[src/source/sd_cmd_pkg.sv]
package sd_cmd_pkg;

  // Command frame layout
  localparam int sd_cmd_content_bits = 40;
  localparam int sd_crc_bits = 7;
  localparam int sd_cmd_frame_bits = 48;

  // x^7 + x^3 + 1, the x^7 term is implicit in the shift
  localparam logic [sd_crc_bits-1:0] sd_crc_poly = 7'h09;

  // Response lengths, start and end bits included
  localparam int sd_rsp_short_bits = 48;
  localparam int sd_rsp_long_bits = 136;

  // Start, transmission and reserved bits ahead of a long response register
  localparam int sd_rsp_long_hdr_bits = 8;

  // Card register content of a long response, without CRC and end bit
  localparam int sd_rsp_reg_bits = sd_rsp_long_bits - sd_rsp_long_hdr_bits - sd_crc_bits - 1;

  // Samples allowed before the start bit is declared missing
  localparam int sd_rsp_timeout_cycles = 64;

  // Counter widths for the two stages
  localparam int sd_tx_cnt_bits = $clog2(sd_cmd_frame_bits + 1);
  localparam int sd_rx_cnt_bits = $clog2(sd_rsp_long_bits + 1);

  typedef enum logic [1:0] {
    sd_rsp_none  = 2'd0,
    sd_rsp_short = 2'd1,
    sd_rsp_long  = 2'd2
  } sd_rsp_kind_t;

  // One host request, index and argument go out as frame content
  typedef struct packed {
    logic [5:0]   index;
    logic [31:0]  arg;
    sd_rsp_kind_t rsp_kind;
  } sd_cmd_req_t;

  // Short response fields, right aligned in the response word
  typedef struct packed {
    logic [sd_rsp_reg_bits-39:0] pad;
    logic [5:0]                  index;
    logic [31:0]                 arg;
  } sd_rsp_short_t;

  // Long response, CID or CSD body
  typedef struct packed {
    logic [sd_rsp_reg_bits-1:0] reg_bits;
  } sd_rsp_long_t;

  // Same word, read by response kind
  typedef union packed {
    sd_rsp_short_t short_view;
    sd_rsp_long_t  long_view;
  } sd_rsp_t;

  typedef struct packed {
    sd_rsp_t rsp;
    logic    crc_err;
    logic    timeout;
  } sd_rsp_result_t;

endpackage

[src/source/sd_crc7.sv]
`timescale 1ns/1ps

module sd_crc7 (
  input  logic                               i_sd_clk,
  input  logic                               rst,
  input  logic                               i_clear,
  input  logic                               i_en,
  input  logic                               i_bit,
  output logic [sd_cmd_pkg::sd_crc_bits-1:0] o_crc
);
  import sd_cmd_pkg::*;

  logic fb;

  // Incoming bit against the bit falling out of the top
  assign fb = i_bit ^ o_crc[sd_crc_bits-1];

  always_ff @(posedge i_sd_clk) begin
    if (rst || i_clear) begin
      o_crc <= '0;
    end else if (i_en) begin
      // Shift up, fold polynomial taps back in when feedback is set
      o_crc <= {o_crc[sd_crc_bits-2:0], 1'b0} ^ ({sd_crc_bits{fb}} & sd_crc_poly);
    end
  end

endmodule

[src/source/sd_cmd_tx.sv]
`timescale 1ns/1ps

module sd_cmd_tx (
  input  logic                     i_sd_clk,
  input  logic                     rst,
  input  logic                     i_cmd_stb,
  input  sd_cmd_pkg::sd_cmd_req_t  i_cmd,
  input  logic                     i_done_stb,
  output logic                     o_busy,
  output logic                     o_sd_cmd,
  output logic                     o_sd_cmd_dir,
  output logic                     o_rx_stb,
  output sd_cmd_pkg::sd_rsp_kind_t o_rx_kind
);
  import sd_cmd_pkg::*;

  logic                           accept;
  logic                           released;
  logic                           frame_active;
  logic                           crc_en;
  logic [sd_tx_cnt_bits-1:0]      bit_cnt;
  logic [sd_cmd_content_bits-1:0] shift;
  logic [sd_crc_bits-1:0]         crc;
  logic [sd_crc_bits-1:0]         crc_q;
  sd_rsp_kind_t                   kind_q;

  // Strobes while busy are dropped
  assign accept = i_cmd_stb && !o_busy;

  // Host still owns the pin
  assign frame_active = o_busy && !released;

  // CRC only over start, transmission, index and argument
  assign crc_en = frame_active && (bit_cnt < sd_tx_cnt_bits'(sd_cmd_content_bits));

  // Host takes the pin back on the same edge as done
  assign o_sd_cmd_dir = !released || i_done_stb;

  assign o_rx_kind = kind_q;

  sd_crc7 sd_crc7_i (
    .i_sd_clk (i_sd_clk),
    .rst      (rst),
    .i_clear  (accept),
    .i_en     (crc_en),
    .i_bit    (shift[sd_cmd_content_bits-1]),
    .o_crc    (crc)
  );

  always_ff @(posedge i_sd_clk) begin
    if (rst) begin
      o_busy   <= 1'b0;
      released <= 1'b0;
      o_rx_stb <= 1'b0;
      o_sd_cmd <= 1'b1;
      bit_cnt  <= '0;
      kind_q   <= sd_rsp_none;
    end else begin
      o_rx_stb <= 1'b0;
      if (accept) begin
        o_busy  <= 1'b1;
        bit_cnt <= '0;
        kind_q  <= i_cmd.rsp_kind;
      end else if (frame_active) begin
        bit_cnt <= bit_cnt + 1'b1;
        if (bit_cnt < sd_tx_cnt_bits'(sd_cmd_content_bits)) begin
          // Content bits, MSB first
          o_sd_cmd <= shift[sd_cmd_content_bits-1];
        end else if (bit_cnt == sd_tx_cnt_bits'(sd_cmd_content_bits)) begin
          // Top CRC bit straight from the generator
          o_sd_cmd <= crc[sd_crc_bits-1];
        end else if (bit_cnt < sd_tx_cnt_bits'(sd_cmd_frame_bits)) begin
          // Remaining CRC bits, then the end bit
          o_sd_cmd <= crc_q[sd_crc_bits-1];
        end else begin
          // Frame done, let go of the line and wake the receiver
          o_sd_cmd <= 1'b1;
          released <= 1'b1;
          o_rx_stb <= 1'b1;
        end
      end else if (i_done_stb) begin
        o_busy   <= 1'b0;
        released <= 1'b0;
      end
    end
  end

  always_ff @(posedge i_sd_clk) begin
    // Start 0 and transmission 1 lead the frame
    if (accept) begin
      shift <= {2'b01, i_cmd.index, i_cmd.arg};
    end else if (crc_en) begin
      shift <= {shift[sd_cmd_content_bits-2:0], 1'b0};
    end
    // Ones shifted in behind the CRC form the end bit
    if (frame_active) begin
      if (bit_cnt == sd_tx_cnt_bits'(sd_cmd_content_bits)) begin
        crc_q <= {crc[sd_crc_bits-2:0], 1'b1};
      end else begin
        crc_q <= {crc_q[sd_crc_bits-2:0], 1'b1};
      end
    end
  end

endmodule

[src/source/sd_rsp_rx.sv]
`timescale 1ns/1ps

module sd_rsp_rx (
  input  logic                       i_sd_clk,
  input  logic                       rst,
  input  logic                       i_rx_stb,
  input  sd_cmd_pkg::sd_rsp_kind_t   i_rx_kind,
  input  logic                       i_sd_cmd,
  output logic                       o_done_stb,
  output sd_cmd_pkg::sd_rsp_result_t o_result
);
  import sd_cmd_pkg::*;

  logic                       waiting;
  logic                       receiving;
  logic [sd_rx_cnt_bits-1:0]  cnt;
  sd_rsp_kind_t               kind_q;
  sd_rsp_kind_t               kind;
  logic                       is_long;
  logic                       hunt;
  logic                       start;
  logic                       sample;
  logic                       fin_none;
  logic                       fin_tmo;
  logic                       fin_rsp;
  logic                       fin;
  logic                       cov;
  logic                       crc_take;
  logic [sd_rx_cnt_bits-1:0]  idx;
  logic [sd_rx_cnt_bits-1:0]  rsp_len;
  logic [sd_rx_cnt_bits-1:0]  hdr_len;
  logic [sd_rx_cnt_bits-1:0]  crc_lo;
  logic [sd_rsp_reg_bits-1:0] payload;
  logic [sd_crc_bits-1:0]     rx_crc;
  logic [sd_crc_bits-1:0]     crc;
  sd_rsp_t                    rsp;

  // Kind is live on the hand-off cycle, held after that
  assign kind    = i_rx_stb ? i_rx_kind : kind_q;
  assign is_long = (kind == sd_rsp_long);

  // Frame geometry for this kind
  assign rsp_len = is_long ? sd_rx_cnt_bits'(sd_rsp_long_bits)
                           : sd_rx_cnt_bits'(sd_rsp_short_bits);
  assign hdr_len = is_long ? sd_rx_cnt_bits'(sd_rsp_long_hdr_bits) : '0;
  assign crc_lo  = rsp_len - sd_rx_cnt_bits'(sd_crc_bits + 1);

  // Window counts in cnt while waiting
  assign fin_none = i_rx_stb && (i_rx_kind == sd_rsp_none);
  assign fin_tmo  = waiting && (cnt == sd_rx_cnt_bits'(sd_rsp_timeout_cycles));
  assign hunt     = (i_rx_stb && (i_rx_kind != sd_rsp_none)) || (waiting && !fin_tmo);
  assign start    = hunt && !i_sd_cmd;

  // Bit count in cnt while receiving, done one edge after the last bit
  assign fin_rsp = receiving && (cnt == rsp_len);
  assign fin     = fin_none || fin_tmo || fin_rsp;
  assign sample  = start || (receiving && !fin_rsp);
  assign idx     = start ? '0 : cnt;

  // Covered range doubles as the payload range
  assign cov      = sample && (idx >= hdr_len) && (idx < crc_lo);
  assign crc_take = sample && (idx >= crc_lo) && (idx < rsp_len - 1'b1);

  sd_crc7 sd_crc7_i (
    .i_sd_clk (i_sd_clk),
    .rst      (rst),
    .i_clear  (fin),
    .i_en     (cov),
    .i_bit    (i_sd_cmd),
    .o_crc    (crc)
  );

  // Decode the payload into the view for this kind
  always_comb begin
    rsp = '0;
    if (is_long) begin
      rsp.long_view.reg_bits = payload;
    end else begin
      // Start and transmission bits sit above index and argument
      {rsp.short_view.index, rsp.short_view.arg} = payload[sd_cmd_content_bits-3:0];
    end
  end

  always_ff @(posedge i_sd_clk) begin
    if (rst) begin
      waiting    <= 1'b0;
      receiving  <= 1'b0;
      cnt        <= '0;
      kind_q     <= sd_rsp_none;
      o_done_stb <= 1'b0;
    end else begin
      o_done_stb <= fin;
      if (i_rx_stb) begin
        kind_q <= i_rx_kind;
      end
      if (fin) begin
        waiting   <= 1'b0;
        receiving <= 1'b0;
        cnt       <= '0;
      end else if (start) begin
        // Start bit is the first response bit
        waiting   <= 1'b0;
        receiving <= 1'b1;
        cnt       <= sd_rx_cnt_bits'(1);
      end else if (hunt || receiving) begin
        waiting <= hunt;
        cnt     <= cnt + 1'b1;
      end
    end
  end

  always_ff @(posedge i_sd_clk) begin
    if (cov) begin
      payload <= {payload[sd_rsp_reg_bits-2:0], i_sd_cmd};
    end
    if (crc_take) begin
      rx_crc <= {rx_crc[sd_crc_bits-2:0], i_sd_cmd};
    end
    // Timeout and no-response results carry an empty word
    if (fin) begin
      o_result.rsp     <= fin_rsp ? rsp : '0;
      o_result.crc_err <= fin_rsp && (rx_crc != crc);
      o_result.timeout <= fin_tmo;
    end
  end

endmodule

[src/source/sd_cmd_phy.sv]
`timescale 1ns/1ps

module sd_cmd_phy (
  input  logic                       i_sd_clk,
  input  logic                       rst,
  input  logic                       i_cmd_stb,
  input  sd_cmd_pkg::sd_cmd_req_t    i_cmd,
  output logic                       o_busy,
  output logic                       o_done_stb,
  output sd_cmd_pkg::sd_rsp_result_t o_result,
  output logic                       o_sd_cmd,
  output logic                       o_sd_cmd_dir,
  input  logic                       i_sd_cmd
);
  import sd_cmd_pkg::*;

  // Hand-off from transmit to receive
  logic         rx_stb;
  sd_rsp_kind_t rx_kind;

  // Done also releases the transmit stage
  logic         done_stb;

  assign o_done_stb = done_stb;

  // Command frame out, pin release, busy flag
  sd_cmd_tx sd_cmd_tx_i (
    .i_sd_clk     (i_sd_clk),
    .rst          (rst),
    .i_cmd_stb    (i_cmd_stb),
    .i_cmd        (i_cmd),
    .i_done_stb   (done_stb),
    .o_busy       (o_busy),
    .o_sd_cmd     (o_sd_cmd),
    .o_sd_cmd_dir (o_sd_cmd_dir),
    .o_rx_stb     (rx_stb),
    .o_rx_kind    (rx_kind)
  );

  // Response capture, CRC check, timeout
  sd_rsp_rx sd_rsp_rx_i (
    .i_sd_clk   (i_sd_clk),
    .rst        (rst),
    .i_rx_stb   (rx_stb),
    .i_rx_kind  (rx_kind),
    .i_sd_cmd   (i_sd_cmd),
    .o_done_stb (done_stb),
    .o_result   (o_result)
  );

endmodule

[config.mk]
export PLATFORM = sky130hd
export DESIGN_NAME = sd_cmd_phy
export DESIGN_NICKNAME = d
export VERILOG_FILES = /design/src/source/sd_cmd_pkg.sv /design/src/source/sd_crc7.sv /design/src/source/sd_cmd_tx.sv /design/src/source/sd_rsp_rx.sv /design/src/source/sd_cmd_phy.sv
export SDC_FILE = /design/constraint.sdc
export NUM_CORES = 1
export LEC_CHECK = 0
export BUFFER_PORTS_ARGS = -buffer_cell sky130_fd_sc_hd__buf_2
export CAP_MARGIN = 10
export CORE_UTILIZATION = 30
export DETAILED_ROUTE_END_ITERATION = 12
export HOLD_SLACK_MARGIN = 0.08
export PLACE_DENSITY_LB_ADDON = 0.3
export SYNTH_ARGS = -nofsm -noshare
export SYNTH_HDL_FRONTEND = slang
export SYNTH_SLANG_ARGS = --single-unit
[constraint.sdc]
create_clock -name i_sd_clk -period 12.5 [get_ports i_sd_clk]
set_input_delay 0 -clock i_sd_clk [delete_from_list [all_inputs] [get_ports i_sd_clk]]
set_output_delay 0 -clock i_sd_clk [all_outputs]
set_load 0.03 [all_outputs]
==> impl_metrics.ini <==
[outcome]
status = finished clean

[clock_tree]
cts_setup_buffers = 0
clk_latency_ns = 0.54
htreeDepth = 2
path_clk_slew_ns = 0.06
cts_hold_buf = 44
cts_sinks = 334
cts_tree = built
cts_resized = 0
cts_inserted_buffers = 37
cts.path.max_buffers = 3
root_buffer = clkbuf_16

[timing]
final_max_slew_viol_count = 0
fmax_mhz = 203
hold_viol_final = 0
finalCriticalPeriod_ns = 4.93
setup_violations = 0
worstMarginPinSlew_ns = 1.19
max_slew_margin_pct = 20.8
rsz0062_at_grt = no
period_share_pct = 39.4
worst_slack_ns = 7.57
finClkSkew_ns = 0.0196
setup_tns_ns = 0

[floorplan]
row_count = 74
die_width_um = 205
core_area_um2 = 40800
dieArea_um2 = 42200
fp.dieH_um = 205
ios = 170
initial_core_util_pct = 30.4

[global_route]
met3_usage_pct = 3.14
first_global_vias = 6903
grt_max_degree = 122
grt_use_total_pct = 11.6
gr-usage-met1_pct = 16.9
grtUsageMet2_pct = 16.5
grt_pass1_wl_um = 38600
busiest_layer = met1
antenna_found_initial = 1
overflow = 0

[synthesis]
yosysSeqAreaShare_pct = 77.5
netlist-cell-type-count = 52
synth_nets = 884
synth_xor_area_share_pct = 1.55
synthMuxAreaShare_pct = 1.26
synth_fa_ha_area_share_pct = 0.907
ys_ff_latch = 334
ys_async_sr_fraction_pct = 0
synth_top_area_cell = edfxtp_1
synth_area_leaders = edfxtp_1 (71%), dfxtp_1 (6.6%), nand2_1 (4.3%), and3_1 (4.2%), and2_1 (2.3%)
ys.flop_type = edfxtp_1
syn_area_per_cell_um2 = 14.9
synth_top_area_share_pct = 70.9
synth-simple-area-share_pct = 14.3
synth_top_family_by_area = simple AND/OR/NAND/NOR gates
synth_compound_area_share_pct = 2.65
synth-edff-count = 293
ys.warnings.count = 0
netlist_area_um2 = 12400
synthCells = 831

[worst_setup_path]
worstPathArrival_ns = 5.10
timing.critical_path.from = sd_cmd_tx_i.o_rx_stb
r2r_start = sd_cmd_tx_i.o_rx_stb
required_ns = 12.67
slowest_stage = inv_2
critPathMaxStageDelay_ns = 0.87
cpMostUsedCell = nand2_1
path_class = reg -> reg
critPathLaunchType = flop
crit_fanout = 85
cp-end-kind = flop
cp_cell_sequence = nor3b_1, nor2_1, inv_2, ha_1, nand2_1, nand2_1, a2111oi_2, a32oi_4, inv_4, buf_4

[place]
gp_congestion = 0.857
post-dp-hpwl_um = 14300
port_buffers = 169
postPlaceCellArea_um2 = 13800
dp_cells = 1497
place_ws_ns = 7.48

[route]
dr.pass1.iters = 7
dr.first_iter.drc_count = 465
via_per_inst = 4.47
vias = 7188
drc_errors = 0
routed_wl_um = 24200
wl_per_cell_um = 15.1
ant_nets = 0

[finish]
drive_above_1_share_pct = 23.4
final_common_cell = edfxtp_1
layout_common_cells = edfxtp_1 (293), buf_2 (169), nand2_1 (142), and3_1 (84), and2_1 (45)
nNetsFinal = 1101
instances_no_fill = 1608
area_growth_pct = 24.4
antennaDiodeCount = 0
fin_util_pct = 37.8
final_cell_area_um2 = 15400

[flow_run]
drv_cap = 0

[power]
ir_drop_mv = 0.0890
seqPwrFrac_pct = 52.4
internal_power_uw = 1870
power_density_nw_per_um2 = 152
combPwrFrac_pct = 2.7
switching_power_uw = 478
clkPwrFrac_pct = 44.9
leakage_uw = 0.00622
switching_share_pct = 20.4

[hold_path]
hp-class = in -> reg
min_from = i_cmd[19]
-- critical path, delay by kind of cell (launching register included) --
kind	cells	cell delay [ns]
buffers and inverters	3	2.25
AND/OR/NAND/NOR	4	0.77
AO/OA/AOI/OAI	2	0.70
adder cells (fa/ha/maj)	1	0.40
flip-flops	1	0.38
-- stage by stage --
step / power (uW) / hold WS (ns)
5_1_grt: 2440 / 0.254
2_1_floorplan: 1290 / 0.0989
4_1_cts: 2390 / 0.225
3_3_place_gp: 1300 / 0.264
6_report: 2350 / 0.263
3_5_place_dp: 1310 / 0.262
-- cells by family after synthesis --
logic type / after synthesis
AOI/OAI and AO/OA: 45
and+or+nand+nor: 352
DFF: 334
xor gates and xnor gates: 22
buffers and inverters: 54
adders and majority gates: 9
muxes: 15
-- sequential cells by signal, summed over array words and instances, names as in the netlist, 2 cells and up --
register                     flops
sd_cmd_tx_i.bit_cnt              6
sd_rsp_rx_i.o_result           122
sd_cmd_tx_i.sd_crc7_i.o_crc      7
sd_rsp_rx_i.rx_crc               7
sd_rsp_rx_i.sd_crc7_i.o_crc      7
sd_cmd_tx_i.shift               40
sd_rsp_rx_i.payload            120
sd_cmd_tx_i.o_rx_kind            2
sd_rsp_rx_i.cnt                  8
sd_rsp_rx_i.kind_q               2
sd_cmd_tx_i.crc_q                6
-- cell usage after synthesis (2+ instances only) --
cell,instances
clkbuf_2,10
xnor2_1,13
edfxtp_1,293
nor3b_1,3
o21ai_0,3
ha_1,9
nor4_1,2
a31oi_1,6
or2_2,2
dfxtp_1,41
mux2i_1,10
nor2_1,29
mux2_2,5
a211oi_1,2
a21oi_1,21
clkbuf_1,31
xor2_1,9
and2_1,45
and3_1,84
inv_1,9
nand2b_1,4
nand2_1,143
nor2b_1,2
nand3_1,23
or3b_2,2
nand4_1,3
nor3_1,2
-- worst paths after layout --
check,to,slack (ns),cells after the start
setup / recovery,sd_rsp_rx_i.payload[56],7.57,10
hold / removal,sd_cmd_tx_i.shift[17],0.26,4
setup reg to reg,sd_rsp_rx_i.payload[56],7.57,10
hold reg to reg,sd_rsp_rx_i.payload[13],0.43,0
-- layout make-up --
class / count / area (um2)
Inverter: 10 / 40.0
Sequential cell: 334 / 9620
Fill cell: 3814 / 25400
Timing Repair Buffer: 222 / 1350
Multi-Input combinational cell: 443 / 2590
Clock buffer: 53 / 1030
Tap cell: 532 / 666
Clock inverter: 14 / 149
-- metal layers --
layer / up-vias / share of wire (%) / routed length (um)
met5: - / 0.041 / 10
met4: 2 / 2.4 / 586
met3: 45 / 6.7 / 1630
met2: 238 / 42 / 10100
met1: 3464 / 49 / 11900
li1: 3439 / - / -
-- power by group through the flow --
| stage | combinational [uW] | clock, uW | sequential (uW) |
|---|---|---|---|
| after floorplan | 33.4 | 0 | 1250 |
| after global placement | 51.5 | 0 | 1250 |
| after detailed placement | 52.0 | 0 | 1250 |
| after CTS | 62.7 | 1100 | 1230 |
| after global routing | 71.1 | 1130 | 1230 |
| final | 62.3 | 1060 | 1230 |
(Power assumes the default switching activity.)
